**config.mk**
```make
export PLATFORM = sky130hd
export DESIGN_NAME = axi_mem_ctrl
export DESIGN_NICKNAME = d
export VERILOG_FILES = /design/src/source/axi_mem_pkg.sv /design/src/source/axi_mem_ctrl.sv
export SDC_FILE = /design/constraint.sdc
export NUM_CORES = 1
export LEC_CHECK = 0
export BUFFER_PORTS_ARGS = -buffer_cell sky130_fd_sc_hd__buf_2
export CELL_PAD_IN_SITES_DETAIL_PLACEMENT = 1
export CELL_PAD_IN_SITES_GLOBAL_PLACEMENT = 2
export CORE_MARGIN = 2
export CORE_UTILIZATION = 12
export CTS_CLUSTER_SIZE = 8
export DETAILED_ROUTE_END_ITERATION = 6
export GPL_ROUTABILITY_DRIVEN = 0
export GPL_TIMING_DRIVEN = 1
export PLACE_DENSITY_LB_ADDON = 0.12
export SLEW_MARGIN = 20
export SYNTH_ARGS = -nofsm -noshare
export SYNTH_HDL_FRONTEND = slang
export SYNTH_SLANG_ARGS = --single-unit
```
**constraint.sdc**
```tcl
create_clock -name clk_i -period 1.1 [get_ports clk_i]
set_input_delay 0.055 -clock clk_i [delete_from_list [all_inputs] [get_ports clk_i]]
set_output_delay 0.055 -clock clk_i [all_outputs]
set_load 0.01 [all_outputs]
```
**src/source/axi_mem_pkg.sv**
```systemverilog
// Shared definitions for the AXI4 memory slave.
// Widths, burst geometry, fill pattern, channel structs and FSM states.

package axi_mem_pkg;

  localparam int ID_WIDTH    = 4;
  localparam int ADDR_WIDTH  = 32;
  localparam int DATA_WIDTH  = 64;
  localparam int STRB_WIDTH  = DATA_WIDTH / 8;
  localparam int BYTE_OFFSET = 3; // log2 of STRB_WIDTH.

  // Word index sits directly above the byte offset, so upper address bits alias.
  localparam int MEM_ELS   = 256;
  localparam int IDX_WIDTH = 8;

  localparam int BURST_LEN  = 4;
  localparam int BEAT_WIDTH = 2;

  // Returned for any byte that has not been written since reset.
  localparam logic [DATA_WIDTH-1:0] UNINIT_WORD = {2{32'hdead_beef}};

  // AW and AR request, also the load value of an address generator.
  typedef struct packed {
    logic [ID_WIDTH-1:0]   id;
    logic [ADDR_WIDTH-1:0] addr;
  } axi_addr_s;

  typedef struct packed {
    logic [DATA_WIDTH-1:0] data;
    logic [STRB_WIDTH-1:0] strb;
    logic                  last;
  } axi_wbeat_s;

  typedef struct packed {
    logic [ID_WIDTH-1:0]   id;
    logic [DATA_WIDTH-1:0] data;
    logic [1:0]            resp; // Always OKAY.
    logic                  last;
  } axi_rbeat_s;

  typedef struct packed {
    logic [ID_WIDTH-1:0] id;
    logic [1:0]          resp;
  } axi_bresp_s;

  typedef enum logic [1:0] {
    WR_WAIT_ADDR,
    WR_WAIT_DATA,
    WR_RESP
  } wr_state_e;

  typedef enum logic {
    RD_WAIT_ADDR,
    RD_SEND_DATA
  } rd_state_e;

endpackage
```
**src/source/axi_mem_ctrl.sv**
```systemverilog
// Channel control for the AXI4 memory slave.
// Write and read FSMs produce the handshakes and the datapath enables.

module axi_mem_ctrl
  import axi_mem_pkg::*;
#(
  parameter bit dram_enabled_p = 1'b1
) (
  input  logic clk_i,
  input  logic reset_i,

  input  logic awvalid_i,
  output logic awready_o,
  input  logic wvalid_i,
  input  logic wlast_i,
  output logic wready_o,
  output logic bvalid_o,
  input  logic bready_i,

  input  logic arvalid_i,
  output logic arready_o,
  output logic rvalid_o,
  output logic rlast_o,
  input  logic rready_i,
  input  logic rd_last_i, // Read generator is on its final beat.

  output logic wr_load_o,
  output logic wr_step_o,
  output logic rd_load_o,
  output logic rd_step_o,
  output logic mem_we_o
);

  wr_state_e wr_state_r, wr_state_n;
  rd_state_e rd_state_r, rd_state_n;

  // Handshake outputs depend on the current state alone.
  assign awready_o = (wr_state_r == WR_WAIT_ADDR);
  assign wready_o  = (wr_state_r == WR_WAIT_DATA);
  assign bvalid_o  = (wr_state_r == WR_RESP);

  assign arready_o = (rd_state_r == RD_WAIT_ADDR);
  assign rvalid_o  = (rd_state_r == RD_SEND_DATA);
  assign rlast_o   = rvalid_o & rd_last_i;

  assign wr_load_o = awvalid_i & awready_o;
  assign wr_step_o = wvalid_i & wready_o; // One word per accepted beat.
  assign mem_we_o  = wr_step_o;

  assign rd_load_o = arvalid_i & arready_o;
  assign rd_step_o = rvalid_o & rready_i;

  always_comb begin
    wr_state_n = wr_state_r;
    case (wr_state_r)
      WR_WAIT_ADDR: begin
        if (wr_load_o) wr_state_n = WR_WAIT_DATA;
      end
      WR_WAIT_DATA: begin
        if (wr_step_o && wlast_i) wr_state_n = WR_RESP;
      end
      WR_RESP: begin
        if (bready_i) wr_state_n = WR_WAIT_ADDR; // Response held until taken.
      end
      default: wr_state_n = WR_WAIT_ADDR;
    endcase
  end

  always_comb begin
    rd_state_n = rd_state_r;
    case (rd_state_r)
      RD_WAIT_ADDR: begin
        if (rd_load_o) rd_state_n = RD_SEND_DATA;
      end
      RD_SEND_DATA: begin
        if (rd_step_o && rd_last_i) rd_state_n = RD_WAIT_ADDR;
      end
      default: rd_state_n = RD_WAIT_ADDR;
    endcase
  end

  always_ff @(posedge clk_i) begin
    if (reset_i) begin
      wr_state_r <= WR_WAIT_ADDR;
      rd_state_r <= RD_WAIT_ADDR;
    end else begin
      wr_state_r <= wr_state_n;
      rd_state_r <= rd_state_n;
    end
  end

  // A harness built without DRAM must never issue a request.
  no_dram_request_a: assert property (
    @(posedge clk_i) disable iff (reset_i)
    !dram_enabled_p |-> !(awvalid_i || arvalid_i)
  ) else $error("Memory request seen while DRAM is disabled.");

  // The store is only written while the write FSM collects data.
  we_in_data_state_a: assert property (
    @(posedge clk_i) disable iff (reset_i)
    mem_we_o |-> (wr_state_r == WR_WAIT_DATA)
  ) else $error("Store write outside the data phase.");

endmodule

```
==> metrics, run 1 <==
status finished, final reports clean; most common cell after layout, fill and taps aside buf_2; number of core rows 13; hold_buf cts 0; initial antenna violation count 0; reg-to-reg slack, setup 160 ps; CP max stage delay ~350 ps; Vias/cell between 4 and 5; die height approximately 42 µm; Final Hold Vio Count 0; worst rel slew slack about 87%; Total GRT Usage 7.35%; Max Cap Viol 0; Residual DRC 0; CTS buffer count 3; H-tree levels 1; Hold Path Depth 2; Root Driver clkbuf_4; fin crit share 98.6%; most frequent cells in the layout 17 x buf_2, 3 x nor2_1, 3 x and2_1, 3 x clkbuf_4; IO Count 20; Yosys cell types 13; post-synthesis sequential area ratio around a third; critical path type flip-flop to output port; total grt overflow 0; crit-path max FO 6; Worst Setup Start Kind flip-flop; Die Wd roughly 42 µm; Initial Utilization 12.9%; Worst Hold Class input pin to flip-flop; post-DR wirelength/cell between 9 and 10 µm; Ys Warns 0; syn avg cell area a little over 8 µm²; share of cells above drive strength 1 59.1%; Max clock buf depth 2; unrepaired setup endpoints after global routing true; Hold EP wr_state_r[1]; vias in the first global route roughly 230; fin nets 54; Iteration-0 DRC Markers 2; Synthesized Nets 30; wirelength, routed between 500 and 600 µm; first-pass GRT wire length between 900 and 1000 µm; power density over the cells ~1200 nW/µm²; Post-Layout Cell Count 59; Post-Route Utilization between 20 and 30%; FF-to-FF Start wr_state_r[0]; WP data required 1040 ps; Pwr Total just over 0.4 mW; IO buf count 19; post-route minimum period about 1100 ps; endpoints failing setup 0; CTS tree yes; Critical Path Source wr_state_r[1]; Clock Latency Late Sink ~230 ps; Antenna Cells 0; Syn Inst Count 21; Fin Clk Skew ~0.025 ps; via count about 240; Slowest cell on crit path dfxtp_4; FILL cells between 150 and 200; area of the core region roughly 1300 µm²; Worst Max-Slew Pin Slew between 150 and 200 ps; Worst-path clk slew 40 ps; full die area between 1500 and 2000 µm²; Final Max Slew Viols 0; worst path cell trace and2b_1 -> and2_4 -> buf_6; worst r2r path cells 2; final setup TNS 0 ps; mapped cell area 170 µm²; r2r endpoint wr_state_r[1]; largest net degree at the start of global routing 8; clk sinks 3; Inst Count DP 54; Layout area overhead 94.1%; Worst VDD drop roughly 0.36 mV; Crit. End Element output port; LEAKAGE between 0.15 and 0.2 nW; Hold WS roughly 16 ps; worst hold start reset_i; max frequency 922 MHz; First-pass DRT Iterations 2; antenna viol nets, final 0; Synth Register Bits 3; critical path arrival about 1000 ps
-- report_power, final --
| group | internal, mW | total, mW | leakage, nW | switching [mW] |
|---|---|---|---|---|
| sequential | 0.116 | 0.125 | 0.0258 | 0.00957 |
| combinational | 0.0523 | 0.0957 | 0.133 | 0.0434 |
| clock | 0.136 | 0.189 | 0.0150 | 0.0537 |
-- timing repair --
item | CTS | global route
setup buffers | 0 | 1
hold endpoints to repair | 0 | 0
gates resized for setup | 2 | 4
pin swaps | 1 | 0
endpoints found under the setup margin | 2 | 2
-- how the worst max path moves through the flow --
| stage | depth (start not counted) | end | slack (ps) |
|---|---|---|---|
| final | 3 | mem_we_o | 20 |
| after global routing | 3 | mem_we_o | -20 |
| after CTS | 3 | wr_step_o | -4 |
| after detailed placement | 2 | wr_state_r[1] | 130 |
| after global placement | 2 | wr_state_r[1] | 200 |
| after floorplan | 3 | wr_step_o | 130 |
-- synth_stat cells --
master / number / share of area [%]
a211oi_1: 1 / 4.4
inv_1: 1 / 2.2
buf_4: 1 / 4.4
nand4b_1: 1 / 5.1
and2b_1: 1 / 4.4
and3_1: 1 / 3.7
and2_1: 4 / 15
a21oi_1: 1 / 2.9
nor4_1: 1 / 3.7
dfxtp_1: 3 / 35
or3b_1: 1 / 5.1
nor2_1: 3 / 6.6
nor2b_1: 2 / 7.4
-- through the flow --
step / area, µm² / setup slack, ps
floorplan: 170 / 127
detailed placement: 277 / 135
global placement: 277 / 196
finish: 330 / 15.5
CTS: 305 / -4.38
global route: 330 / -22.9
-- layout make-up --
class | instances | area, µm² | area share (%)
flip-flops and latches | 3 | 65.1 | 19.7
inverters | 1 | 3.75 | 1.14
well taps | 15 | 18.8 | 5.68
multi-input cells | 16 | 101 | 30.7
repair buffers | 20 | 115 | 34.8
clock buffers | 4 | 26.3 | 7.95
-- metal layers --
layer / vias to the layer above / global-route usage (%) / wire [µm]
met5: - / 0 / 0
met4: 0 / 5.81 / 0
met3: 0 / 3.04 / 33
met2: 7 / 11.6 / 319
met1: 114 / 7.61 / 214
li1: 117 / - / -
-- worst max-delay path, delay by kind of cell, from the launching register on --
family | cells | cell delay (ps)
buffers and inverters | 1 | 110
DFF | 1 | 350
and+or+nand+nor | 2 | 330
-- cells by family (layout without fill, tap and decap cells) --
group | count (synthesis) | in the layout | synth area share (%)
AO/OA/AOI/OAI | 2 | 2 | 7.35
buffers and inverters | 2 | 25 | 6.62
flip-flops | 3 | 3 | 35.3
AND/OR/NAND/NOR | 14 | 14 | 50.7
-- registers in the layout, summed over array words and instances, names as in the netlist --
register	cells
rvalid_o	1
wr_state_r	2
No activity file was read; power rests on OpenSTA's default activity.
==> inputs of run 2 (changes only) <==
- ABC_AREA: unset -> 1
==> run 2 against run 1 <==
Compared with the run above: via count is 12% higher; largest power group unchanged; flip-flop and latch count did not move; hold slack better by 3.3 ps; utilization shrank 2.0 points; combinational power is 25% higher; die area grew 11%; critical endpoint is now wr_step_o; sequential power is 7% higher; setup slack gained 78 ps.
==> metrics, run 2 <==
status finished, final reports clean (unchanged); Syn Inst Count 33 (was 21); post-synthesis sequential area ratio 31.6% (was 35.3%); area of the core region 1490 µm² (was 1320 µm²); mapped cell area 190 µm² (was 170 µm²); post-route minimum period 1010 ps (was 1080 ps); Worst Hold Class input pin to flip-flop (unchanged); vias in the first global route 258 (was 229); wirelength, routed 639 µm (was 567 µm); Crit. End Element output port (unchanged); fin nets 66 (was 54); post-DR wirelength/cell 8.88 µm (was 9.61 µm); LEAKAGE 0.222 nW (was 0.174 nW); worst path cell trace inv_1 -> nand2_2 -> nor2_2 -> buf_2 (was and2b_1 -> and2_4 -> buf_6); Initial Utilization 12.8% (was 12.9%); Layout area overhead 80.9% (was 94.1%); Post-Layout Cell Count 72 (was 59); Slowest cell on crit path dfxtp_2 (was dfxtp_4); worst rel slew slack 88.0% (was 86.9%); first-pass GRT wire length 986 µm (was 952 µm); Worst-path clk slew 40 ps (about the same); largest net degree at the start of global routing 7 (was 8); Max Cap Viol 0 (unchanged); most common cell after layout, fill and taps aside buf_2 (unchanged); CTS tree yes (unchanged); Final Max Slew Viols 0 (unchanged); GR Util met1 7.00% (was 7.61%); main combinational cell family by area after synthesis simple AND/OR/NAND/NOR gates (unchanged); Worst VDD drop 0.435 mV (was 0.361 mV); area share of the largest cell type after synthesis 31.6% (was 35.3%); reg-to-reg slack, setup 300 ps (was 160 ps); Synthesized Nets 42 (was 30); asr flop ratio synth 0% (unchanged); die height 43.8 µm (was 41.7 µm); Synth area leader dfxtp_1 (unchanged); Iteration-0 DRC Markers 0 (was 2); Ys Warns 0 (unchanged); critical path arrival 950 ps (was 1030 ps); max frequency 993 MHz (was 922 MHz); initial antenna violation count 0 (unchanged); post-synthesis xor/xnor area fraction 0% (unchanged); Max clock buf depth 2 (unchanged); IO Count 20 (unchanged); largest register by flop count wr_state_r (unchanged); critical path type flip-flop to output port (unchanged); power density over the cells 1320 nW/µm² (was 1240 nW/µm²); Worst Setup Start Kind flip-flop (unchanged); routing usage on met2 12.1% (was 11.6%); number of synthesized flops with an enable pin 0 (unchanged); share of cells above drive strength 1 55.4% (was 59.1%); number of core rows 14 (was 13); crit-path max FO 4 (was 6); Fin Clk Skew 0.0827 ps (was 0.0252 ps); CTS buffer count 3 (unchanged); top-count cell post-synth inv_1 (was and2_1); clk sinks 3 (unchanged); FF/Latch Area 62.6 µm² (was 65.1 µm²); Synth Area in Simple Gates 32.9% (was 50.7%); Vias/cell 3.71 (was 4.03); fin crit share 91.5% (was 98.6%); Clock Latency Late Sink 240 ps (was 230 ps); Worst Max-Slew Pin Slew 179 ps (was 195 ps); via count 267 (was 238); total grt overflow 0 (unchanged); First-pass DRT Iterations 1 (was 2); endpoints failing setup 0 (unchanged); syn avg cell area 5.76 µm² (was 8.10 µm²); post-synthesis mux area share 0% (unchanged); Worst Path Buf+Inv 2 (was 1); final setup TNS 0 ps (unchanged); full die area 1920 µm² (was 1740 µm²); Cell Area, Placed 298 µm² (was 277 µm²); Final Hold Vio Count 0 (unchanged); post-route cell area 344 µm² (was 330 µm²); Synth Register Bits 3 (unchanged); met3 Use GR 1.67% (was 3.04%); most frequent cells after synthesis 10 x inv_1, 7 x nand2_1, 5 x nor2_1 (was 4 x and2_1, 3 x dfxtp_1, 3 x nor2_1); FILL cells 194 (was 163); Detailed Place HPWL 543 µm; family with the most delay on the worst path flip-flops (unchanged); Die Wd 43.8 µm (was 41.7 µm); IO buf count 19 (unchanged); WP data required 1040 ps (about the same); number of flip-flops in the largest register 2 (unchanged); Post-synth top flop dfxtp_1 (unchanged); Hold WS 18.8 ps (was 15.5 ps); Inst Count DP 67 (was 54); Antenna Cells 0 (unchanged); H-tree levels 1 (unchanged); CP max stage delay 330 ps (was 350 ps); Residual DRC 0 (unchanged); Yosys cell types 12 (was 13); Post-Synth Adder-Cell Area 0% (unchanged); complex-gate fraction of the synthesized area 9.87% (was 7.35%); Root Driver clkbuf_4 (unchanged); most used routing layer met4 (was met2); most frequent cells in the layout 19 x buf_2, 10 x inv_1, 6 x nand2_1 (was 17 x buf_2, 3 x nor2_1, 3 x and2_1, 3 x clkbuf_4); Setup Fix Bufs, Post-CTS 0 (unchanged); Total GRT Usage 7.97% (was 7.35%); antenna viol nets, final 0 (unchanged); unrepaired setup endpoints after global routing false (was true); area of the multi-input gates 88.8 µm² (was 101 µm²); synth top area cells dfxtp_1 32%, inv_1 20%, nand2_1 14% (was dfxtp_1 35%, and2_1 15%, nor2b_1 7.4%)
-- run 2: repair_timing --
item / in CTS / in global routing
resized for setup: 0 / 5
hold buffers: 1 / 0
setup endpoints to repair: 0 / 3
hold endpoints to repair: 1 / 0
-- run 2: logic make-up after synthesis --
family | Yosys count
compound gates | 3
flops | 3
buf+inv | 12
simple gates | 15
-- run 2: stage by stage --
stage / power (mW) / util (%) / setup WS [ps]
2_1_floorplan: 0.195 / - / 244
3_3_place_gp: 0.245 / 20.0 / 289
3_5_place_dp: 0.249 / 20.0 / 253
4_1_cts: 0.467 / 22.4 / 26.0
5_1_grt: 0.486 / 23.1 / 14.8
6_report: 0.453 / 23.1 / 93.1
-- run 2: final timing paths --
kind	startpoint	endpoint	cells after the start
max	wr_state_r[1]	wr_step_o	4
min	rd_last_i	rvalid_o	2
max reg2reg	wr_state_r[0]	wr_state_r[1]	5
min reg2reg	wr_state_r[1]	wr_state_r[0]	3
-- run 2: final cells by class --
cell class	count	area share, %
Inverter	11	12.0
Multi-Input combinational cell	18	25.8
Timing Repair Buffer	20	30.5
Tap cell	16	5.82
Sequential cell	3	18.2
Clock buffer	4	7.64
-- run 2: report_power, final --
group / total [mW] / internal (mW) / switching, mW
Combinational: 0.120 / 0.0540 / 0.0656
Sequential: 0.134 / 0.121 / 0.0136
Clock: 0.199 / 0.136 / 0.0626
-- run 2: layer usage --
metal	wire length (µm)	share of wire (%)
met1	239	37
met2	332	52
met3	57	8.9
met4	8	1.3
met5	0	0
