### src/source/axi_mem_pkg.sv
// Shared definitions for the AXI4 memory slave.
// Widths, burst geometry, fill pattern, channel structs and FSM states.

package axi_mem_pkg;

  localparam int ID_WIDTH    = 4;
  localparam int ADDR_WIDTH  = 32;
  localparam int DATA_WIDTH  = 64;
  localparam int STRB_WIDTH  = DATA_WIDTH / 8;
  localparam int BYTE_OFFSET = 3; // log2 of STRB_WIDTH.

  // Word index sits directly above the byte offset, so upper address bits alias.
  localparam int MEM_ELS   = 256;
  localparam int IDX_WIDTH = 8;

  localparam int BURST_LEN  = 4;
  localparam int BEAT_WIDTH = 2;

  // Returned for any byte that has not been written since reset.
  localparam logic [DATA_WIDTH-1:0] UNINIT_WORD = {2{32'hdead_beef}};

  // AW and AR request, also the load value of an address generator.
  typedef struct packed {
    logic [ID_WIDTH-1:0]   id;
    logic [ADDR_WIDTH-1:0] addr;
  } axi_addr_s;

  typedef struct packed {
    logic [DATA_WIDTH-1:0] data;
    logic [STRB_WIDTH-1:0] strb;
    logic                  last;
  } axi_wbeat_s;

  typedef struct packed {
    logic [ID_WIDTH-1:0]   id;
    logic [DATA_WIDTH-1:0] data;
    logic [1:0]            resp; // Always OKAY.
    logic                  last;
  } axi_rbeat_s;

  typedef struct packed {
    logic [ID_WIDTH-1:0] id;
    logic [1:0]          resp;
  } axi_bresp_s;

  typedef enum logic [1:0] {
    WR_WAIT_ADDR,
    WR_WAIT_DATA,
    WR_RESP
  } wr_state_e;

  typedef enum logic {
    RD_WAIT_ADDR,
    RD_SEND_DATA
  } rd_state_e;

endpackage
### src/source/axi_mem_addr_gen.sv
// Burst address generator.
// Holds the request ID and word address and counts beats within a burst.

module axi_mem_addr_gen
  import axi_mem_pkg::*;
(
  input  logic                 clk_i,
  input  logic                 reset_i,
  input  logic                 load_i,
  input  logic                 step_i,
  input  axi_addr_s            req_i,
  output logic [ID_WIDTH-1:0]  id_o,
  output logic [IDX_WIDTH-1:0] idx_o,
  output logic                 last_o
);

  logic [ID_WIDTH-1:0]   id_r;
  logic [ADDR_WIDTH-1:0] addr_r;
  logic [BEAT_WIDTH-1:0] beat_r;

  // Counts accepted beats since the last load.
  always_ff @(posedge clk_i) begin
    if (reset_i) begin
      beat_r <= '0;
    end else if (load_i) begin
      beat_r <= '0;
    end else if (step_i) begin
      beat_r <= beat_r + 1'b1;
    end
  end

  always_ff @(posedge clk_i) begin
    if (load_i) begin
      id_r   <= req_i.id;
      addr_r <= req_i.addr;
    end else if (step_i) begin
      addr_r <= addr_r + ADDR_WIDTH'(STRB_WIDTH); // Next word.
    end
  end

  assign id_o   = id_r;
  assign idx_o  = addr_r[BYTE_OFFSET +: IDX_WIDTH];
  assign last_o = (beat_r == BEAT_WIDTH'(BURST_LEN - 1));

  // Address load and step come from different FSM states.
  load_step_exclusive_a: assert property (
    @(posedge clk_i) disable iff (reset_i)
    !(load_i && step_i)
  ) else $error("Address generator loaded and stepped together.");

endmodule

### config.mk
export PLATFORM = sky130hd
export DESIGN_NAME = axi_mem_addr_gen
export DESIGN_NICKNAME = d
export VERILOG_FILES = /design/src/source/axi_mem_pkg.sv /design/src/source/axi_mem_addr_gen.sv
export SDC_FILE = /design/constraint.sdc
export NUM_CORES = 1
export LEC_CHECK = 0
export BUFFER_PORTS_ARGS = -buffer_cell sky130_fd_sc_hd__buf_2
export CAP_MARGIN = 30
export CORE_UTILIZATION = 37
export DETAILED_ROUTE_END_ITERATION = 12
export PLACE_DENSITY = 0.82
export SKIP_CTS_REPAIR_TIMING = 1
export SYNTH_ARGS = -nofsm -noshare
export SYNTH_HDL_FRONTEND = slang
export SYNTH_SLANG_ARGS = --single-unit
### constraint.sdc
create_clock -name clk_i -period 1.6 [get_ports clk_i]
set_input_delay 0.08 -clock clk_i [delete_from_list [all_inputs] [get_ports clk_i]]
set_output_delay 0.08 -clock clk_i [all_outputs]
set_load 0.01 [all_outputs]
==> results of run 1 <==
-- flip-flops by register name (all words and copies together), names as in the netlist --
register,count
id_o,4
beat_r,2
addr_r,8
-- cells in the final DEF (no fill, tap or decap), drive strengths merged --
master,count
nand4,1
edfxtp,12
buf,29
or4,3
nand3,6
clkbuf,4
o21ai,7
or2,1
nor2b,3
mux2,1
mux2i,1
xor2,2
dfxtp,2
nand2,9
dlygate4sd3,5
xnor2,2
ha,2
nor3,2
-- metal layers --
metal,global-route usage (%),up-vias
met5,0,-
met4,7.27,0
met3,2.45,0
met2,24.7,23
met1,17.6,246
li1,-,281
-- Yosys cell counts --
master / instances / area, µm²
nand3_1: 5 / 25.0
dfxtp_1: 2 / 40.0
nand4_1: 1 / 6.26
nand3_2: 1 / 10.0
buf_2: 1 / 5.00
nor3_1: 2 / 10.0
or2_2: 1 / 6.26
ha_1: 2 / 25.0
xor2_1: 2 / 17.5
buf_4: 1 / 7.51
mux2_2: 1 / 11.3
mux2i_1: 1 / 10.0
edfxtp_1: 12 / 360
or4_1: 3 / 22.5
nand2_1: 9 / 33.8
nor2b_1: 3 / 18.8
o21ai_0: 5 / 25.0
xnor2_1: 2 / 17.5
o21ai_1: 2 / 10.0
-- worst paths after layout --
kind,start,cells past startpoint,to
max,addr_r[4],4,addr_r[9]
min,req_i[9],3,addr_r[9]
max reg2reg,addr_r[4],4,addr_r[9]
min reg2reg,beat_r[0],2,beat_r[0]
-- logic make-up (layout without fill, tap and decap cells) --
group | count (synthesis) | after routing
and+or+nand+nor | 25 | 25
DFF | 14 | 14
AOI/OAI and AO/OA | 7 | 7
xor gates and xnor gates | 4 | 4
adders and majority gates | 2 | 2
muxes | 2 | 2
buffers and inverters | 2 | 38
-- power groups by stage --
stage / registers (µW) / logic [µW] / clock network (µW)
3_5_place_dp: 483 / 144 / 0
4_1_cts: 475 / 145 / 216
5_1_grt: 481 / 168 / 230
2_1_floorplan: 495 / 63.3 / 0
3_3_place_gp: 481 / 138 / 0
6_report: 475 / 152 / 204
-- layout make-up --
| class | instances | share of cell area, % |
|---|---|---|
| clock buffers | 4 | 2.91 |
| multi-input cells | 40 | 27.6 |
| flip-flops and latches | 14 | 44.3 |
| well taps | 24 | 3.32 |
| repair buffers | 34 | 21.9 |
-- worst max-delay path, cell delays in order (launching register included) --
cell and delay, ps:
edfxtp_1 410, ha_1 220, nand2_1 80, or4_1 390
nand3_1 90
-- metrics by stage --
step / cell area (µm²) / hold WS (ps) / setup WS [ps] / cells / power (µW)
final: 903 / 84.7 / 273 / 116 / 831
after global placement: 827 / 256 / 300 / 107 / 619
after global routing: 903 / 81.3 / 217 / 116 / 879
after CTS: 853 / -40.5 / 268 / 111 / 836
after floorplan: 662 / 157 / 289 / 56 / 558
after detailed placement: 827 / 260 / 289 / 107 / 628
==> out/metrics.csv, run 1 <==
metric,value,unit
status,completed,
clock share of power,24.5,%
layout cells sized above 1,38.0,%
CTS clock-pin slew for the worst setup and hold paths,80,ps
# DRC,0,
Setup crit end kind,register,
"Core Util, Final",56.7,%
ant diodes,0,
skew final,5.00,ps
Pwr per Cell Area,920,mW/mm²
final net count,135,
gr usage total,14.5,%
Hold Crit Class,primary input to register,
number of vias per cell,4.74,
min Tclk post-route,1330,ps
CP Max Fanout,3,
Cells after Synth,56,
num rows,14,
post-synthesis mux area share,3.21,%
number of global-route vias before repair,490,
initial antenna violation count,0,
Worst-Margin Slew,308,ps
Clock Path Buffers,2,
Starting Density,41.5,%
Synth Area in Adders,3.78,%
max layer used,met3,
routed length on met1,591,µm
slew margin rel.,79.5,%
post-synthesis sequential area ratio,60.5,%
gpl congestion,0.706,
syn nets,98,
first-pass GRT wire length,1990,µm
fin crit share,82.9,%
IO Port Bufs,28,
Comb pwr share,18.3,%
# clock sinks,14,
TNS Setup,0,ps
Leak Pwr,0.000383,µW
CTS tree,built,
fillers,147,
die area,0.00196,mm²
number of synthesis warnings,0,
RSZ-0062 raised after global routing,no,
WL met3,82,µm
CP Launch Type,register,
FF-to-FF setup slack,270,ps
Synth Area in Simple Gates,20.0,%
sw frac,26.0,%
multi-input logic area,249,µm²
Post-Syn Area per Cell,11.8,µm²
"Slew Viols, Final",0,
# setup viols final,0,
Mapped Area,662,µm²
Worst-Skew Late Latency,270,ps
Fmax,754,MHz
peak supply drop,0.477,mV
Ports,53,
Iteration-0 DRC Markers,16,
routed via count,550,
P_int,615,µW
"antenna viol nets, final",0,
DRT Pass-1 Iters,4,
largest family of logic cells by synthesized area,simple AND/OR/NAND/NOR gates,
"Data required, critical path",1750,ps
max_cap viols,0,
post-synthesis register bit count,14,
Core Region,0.00159,mm²
grt ovf,0,
post-synth cell types,19,
CP Class,register to register,
Die X,44.3,µm
Detail Placement HPWL,983,µm
H-tree Lvls,1,
Met2 Routed Length,644,µm
critical path arrival,1470,ps
final hold violation count,0,
Post-Synth XOR/XNOR Area,5.29,%
"wirelength, routed",1320,µm
Psw,216,µW
wire per inst,11.4,µm
largest net degree at the start of global routing,19,
Sequential Power Share,57.2,%
cts bufs inserted,3,
post-synthesis compound-gate area fraction,5.29,%
clock root buffer master,clkbuf_4,
die height,44.3,µm
FF+latch area,400,µm²
synth-to-layout area growth,36.5,%
No activity file was read; power rests on OpenSTA's default activity.
==> run 2, diff against run 1 <==
==> constraint.sdc (replaced) <==
create_clock -name clk_i -period 1.25 [get_ports clk_i]
set_input_delay 0.0625 -clock clk_i [delete_from_list [all_inputs] [get_ports clk_i]]
set_output_delay 0.0625 -clock clk_i [all_outputs]
set_load 0.01 [all_outputs]
==> out/metrics.csv, run 2 (synthesized netlist as in run 1, its figures left out) <==
metric,value,unit,change
peak supply drop,0.729,mV,was 0.477 mV
RSZ-0062 raised after global routing,yes,,was no
skew final,1.64,ps,was 5.00 ps
IO Port Bufs,28,,unchanged
die area,0.00196,mm²,unchanged
Starting Density,41.5,%,unchanged
num rows,14,,unchanged
fin crit share,102,%,was 82.9%
synth-to-layout area growth,48.2,%,was 36.5%
Worst-Skew Late Latency,270,ps,about the same
# DRC,0,,unchanged
wire per inst,11.0,µm,was 11.4 µm
slew margin rel.,72.8,%,was 79.5%
# clock sinks,14,,unchanged
die height,44.3,µm,unchanged
initial antenna violation count,0,,unchanged
met3 GRT Util,2.86,%,was 2.45%
number of global-route vias before repair,537,,was 490
routed via count,588,,was 550
CTS tree,built,,unchanged
first-pass GRT wire length,2170,µm,was 1990 µm
FF-to-FF setup slack,-20,ps,was 270 ps
max FFs per register,8,,unchanged
GRT met2 Usage,26.2,%,was 24.7%
PnR worst setup slack,-21.1,ps,was 273 ps
"Data required, critical path",1260,ps,was 1750 ps
Iteration-0 DRC Markers,10,,was 16
Layout Cells excl Fill,124,,was 116
Die X,44.3,µm,unchanged
placed cell count,111,,was 107
Hold EP,addr_r[3],,was addr_r[9]
ant diodes,0,,unchanged
largest net degree at the start of global routing,26,,was 19
CP Class,register to register,,unchanged
Post-Layout Inst Area,981,µm²,was 903 µm²
status,finished with violations,,was completed
violated checks,negative setup slack,,
clock root buffer master,clkbuf_4,,unchanged
# setup viols final,3,,was 0
hold depth,3,,unchanged
CP Launch Point,addr_r[4],,unchanged
most frequent cells in the layout,"buf_2, edfxtp_1, nand2_1, buf_4",,"was buf_2, edfxtp_1, nand2_1"
placed cell area,860,µm²,was 827 µm²
max_cap viols,0,,unchanged
layout cells sized above 1,45.0,%,was 38.0%
grt ovf,0,,unchanged
Clock Path Buffers,2,,unchanged
"Slew Viols, Final",0,,unchanged
critical path arrival,1280,ps,was 1470 ps
"wirelength, routed",1360,µm,was 1320 µm
Worst-Margin Slew,407,ps,was 308 ps
cts bufs inserted,3,,unchanged
Fmax,787,MHz,was 754 MHz
Ports,53,,unchanged
"antenna viol nets, final",0,,unchanged
Hold Startpoint,req_i[3],,was req_i[9]
met1 Use GR,18.4,%,was 17.6%
CTS clock-pin slew for the worst setup and hold paths,80,ps,about the same
worst r2r path cells,4,,unchanged
gr busiest metal,met2,,unchanged
H-tree Lvls,1,,unchanged
Detail Placement HPWL,978,µm,was 983 µm
Hold Crit Class,primary input to register,,unchanged
Pwr per Cell Area,1140,mW/mm²,was 920 mW/mm²
final hold violation count,0,,unchanged
CP Launch Type,register,,unchanged
Reg-to-Reg Start,addr_r[4],,unchanged
Core Region,0.00159,mm²,unchanged
gr usage total,15.3,%,was 14.5%
"leading cell type in the layout, fill and taps excluded",buf_2,,unchanged
gpl congestion,0.705,,was 0.706
number of vias per cell,4.74,,about the same
final net count,143,,was 135
register with the most flip-flops,addr_r,,unchanged
Leak Pwr,0.000425,µW,was 0.000383 µW
DRT Pass-1 Iters,4,,unchanged
Setup crit end kind,register,,unchanged
CP Max Fanout,3,,unchanged
RR Endpoint,addr_r[5],,was addr_r[9]
min Tclk post-route,1270,ps,was 1330 ps
run 2: cell types whose count changed in the layout (fill, tap and decap cells not counted), sizes merged:
cell,delta
buf,+8
run 2: worst max-delay path by stage:
stage,end
2_1_floorplan,addr_r[9]
3_3_place_gp,addr_r[9]
3_5_place_dp,addr_r[9]
4_1_cts,addr_r[9]
5_1_grt,addr_r[9]
6_report,addr_r[5]
run 2: through the flow:
step	util, %	setup slack, ps	TNS, ps	total power (µW)	hold WS, ps
final	61.5	-21.1	-49.0	1120	73.0
after global placement	53.9	-6.20	-6.20	819	239
after floorplan	-	-43.6	-54.4	716	139
after global routing	61.5	-79.1	-219	1180	78.6
after CTS	55.6	-49.4	-78.7	1090	-45.7
after detailed placement	53.9	-24.4	-24.4	829	245
run 2: layout make-up:
| type | instances | area (µm²) |
|---|---|---|
| Clock buffer | 4 | 26.3 |
| Multi-Input combinational cell | 40 | 267 |
| Timing Repair Buffer | 42 | 258 |
| Tap cell | 24 | 30.0 |
| Fill cell | 153 | 613 |
| Sequential cell | 14 | 400 |
run 2: power breakdown:
part / internal (µW) / leakage, µW / switching, µW
sequential: 564 / 0.000139 / 39.9
combinational: 143 / 0.000272 / 113
clock: 123 / 0.0000150 / 136
run 2: critical path: stages, from the launching register on:
cell and delay [ps]:
edfxtp_1 480, ha_4 200, buf_4 130, xnor2_1 120, o21ai_0 90
run 2: per-layer routing:
metal | wire (µm) | share of wire (%)
met2 | 646 | 47
met1 | 627 | 46
met5 | 0 | 0
met3 | 78 | 5.7
met4 | 10 | 0.73
==> run 3, diff against run 2 <==
--- a/config.mk
+++ b/config.mk
@@ -9,8 +9,7 @@
 export CAP_MARGIN = 30
 export CORE_UTILIZATION = 37
 export DETAILED_ROUTE_END_ITERATION = 12
-export PLACE_DENSITY = 0.82
-export SKIP_CTS_REPAIR_TIMING = 1
+export PLACE_DENSITY = 0.76
 export SYNTH_ARGS = -nofsm -noshare
 export SYNTH_HDL_FRONTEND = slang
 export SYNTH_SLANG_ARGS = --single-unit
==> out/metrics.csv, run 3 (synthesized netlist as in run 1, its figures left out) <==
metric,value,unit,change
final hold violation count,0,,unchanged
die height,44.3,µm,unchanged
Starting Density,41.5,%,unchanged
Fmax,782,MHz,was 787 MHz
placed cell area,867,µm²,was 860 µm²
slew margin rel.,77.6,%,was 72.8%
PnR worst setup slack,-28.8,ps,was -21.1 ps
num rows,14,,unchanged
number of global-route vias before repair,566,,was 537
Detail Placement HPWL,1010,µm,was 978 µm
Worst-Skew Late Latency,280,ps,was 270 ps
"antenna viol nets, final",0,,unchanged
CTS clock-pin slew for the worst setup and hold paths,90,ps,was 80 ps
Leak Pwr,0.000421,µW,was 0.000425 µW
"Data required, critical path",1390,ps,was 1260 ps
"Slew Viols, Final",0,,unchanged
multi-input logic area,264,µm²,was 267 µm²
gr usage total,16.7,%,was 15.3%
CP Max Fanout,3,,unchanged
max_cap viols,0,,unchanged
Ports,53,,unchanged
"wirelength, routed",1400,µm,was 1360 µm
IO Port Bufs,28,,unchanged
initial antenna violation count,0,,unchanged
CP Class,register to register,,unchanged
critical path arrival,1420,ps,was 1280 ps
synth-to-layout area growth,47.3,%,was 48.2%
skew final,9.78,ps,was 1.64 ps
"Cell Chain, Critical Path",ha_4 > nand2_2 > or4_1 > nand3_1,,was ha_4 > buf_4 > xnor2_1 > o21ai_0
die area,0.00196,mm²,unchanged
clock root buffer master,clkbuf_4,,unchanged
register with the most flip-flops,addr_r,,unchanged
final net count,143,,unchanged
FF+latch area,400,µm²,unchanged
peak supply drop,0.957,mV,was 0.729 mV
wire per inst,11.4,µm,was 11.0 µm
grt ovf,0,,unchanged
DRT Pass-1 Iters,4,,unchanged
number of vias per cell,4.66,,was 4.74
Pwr per Cell Area,1140,mW/mm²,about the same
CTS tree,built,,unchanged
Layout Cells excl Fill,123,,was 124
H-tree Lvls,1,,unchanged
violated checks,negative setup slack,,unchanged
placed cell count,112,,was 111
gpl congestion,0.742,,was 0.705
CP Launch Type,register,,unchanged
Die X,44.3,µm,unchanged
RSZ-0062 raised after global routing,yes,,unchanged
most frequent cells in the layout,"buf_2, edfxtp_1, buf_4",,"was buf_2, edfxtp_1, nand2_1, buf_4"
fillers,148,,was 153
Setup crit end kind,register,,unchanged
Post-Layout Inst Area,975,µm²,was 981 µm²
# setup viols final,3,,unchanged
Core Region,0.00159,mm²,unchanged
status,finished with violations,,unchanged
min Tclk post-route,1280,ps,was 1270 ps
cts bufs inserted,3,,unchanged
Worst path max stage delay,440,ps,was 480 ps
largest net degree at the start of global routing,20,,was 26
"leading cell type in the layout, fill and taps excluded",buf_2,,unchanged
"slowest stage cell, crit path",edfxtp_1,,unchanged
# DRC,0,,unchanged
layout cells sized above 1,45.5,%,was 45.0%
Hold Crit Class,primary input to register,,unchanged
Iteration-0 DRC Markers,9,,was 10
max FFs per register,8,,unchanged
fin crit share,102,%,about the same
Clock Path Buffers,2,,unchanged
Worst-Margin Slew,336,ps,was 407 ps
ant diodes,0,,unchanged
first-pass GRT wire length,2350,µm,was 2170 µm
routed via count,573,,was 588
# clock sinks,14,,unchanged
==> run 3: final cells by class <==
class	instances	area share [%]
Sequential cell	14	41.1
Multi-Input combinational cell	40	27.1
Timing Repair Buffer	42	26.4
Tap cell	24	3.08
Clock buffer	3	2.31
==> run 3: worst paths after layout <==
check | from | end | slack (ps) | cells past startpoint
setup / recovery | addr_r[3] | addr_r[9] | -30 | 4
hold / removal | req_i[3] | addr_r[3] | 70 | 3
setup reg to reg | addr_r[3] | addr_r[9] | -30 | 4
hold reg to reg | beat_r[1] | beat_r[1] | 520 | 2
==> run 3: repair_timing <==
action | in CTS | in global routing
resized for setup | 1 | 1
hold buffers | 5 | 0
endpoints found under the setup margin | 3 | 5
setup buffers | 2 | 1
hold endpoints to repair | 6 | 0
pin swaps | 2 | 3
==> run 3: through the flow <==
stage	setup slack, ps	util, %	TNS, ps	hold WS (ps)	total power [µW]
finish	-28.8	61.1	-40.7	67.5	1110
global route	-93.2	61.1	-334	76.2	1180
CTS	-37.0	60.5	-80.5	59.7	1120
detailed placement	-50.4	54.4	-53.6	241	834
global placement	-7.39	54.4	-7.39	239	822
floorplan	-43.6	-	-54.4	139	716
==> run 3: report_power, final <==
group / switching (µW) / internal (µW)
clock: 138 / 111
sequential: 40.3 / 564
combinational: 114 / 145
total: 293 / 820
==> run 3: routing by layer <==
layer	routed length (µm)	GRT usage, %	vias to the layer above
met2	675	30.3	23
met1	652	19.2	255
met4	0	5.45	0
met5	0	0	-
li1	-	-	295
met3	75	3.67	0
==> run 3: critical path, delay by kind of cell (launching register included) <==
kind | cells | cell delay (ps)
adder cells (fa/ha/maj) | 1 | 180
flip-flops | 1 | 440
AND/OR/NAND/NOR | 3 | 520
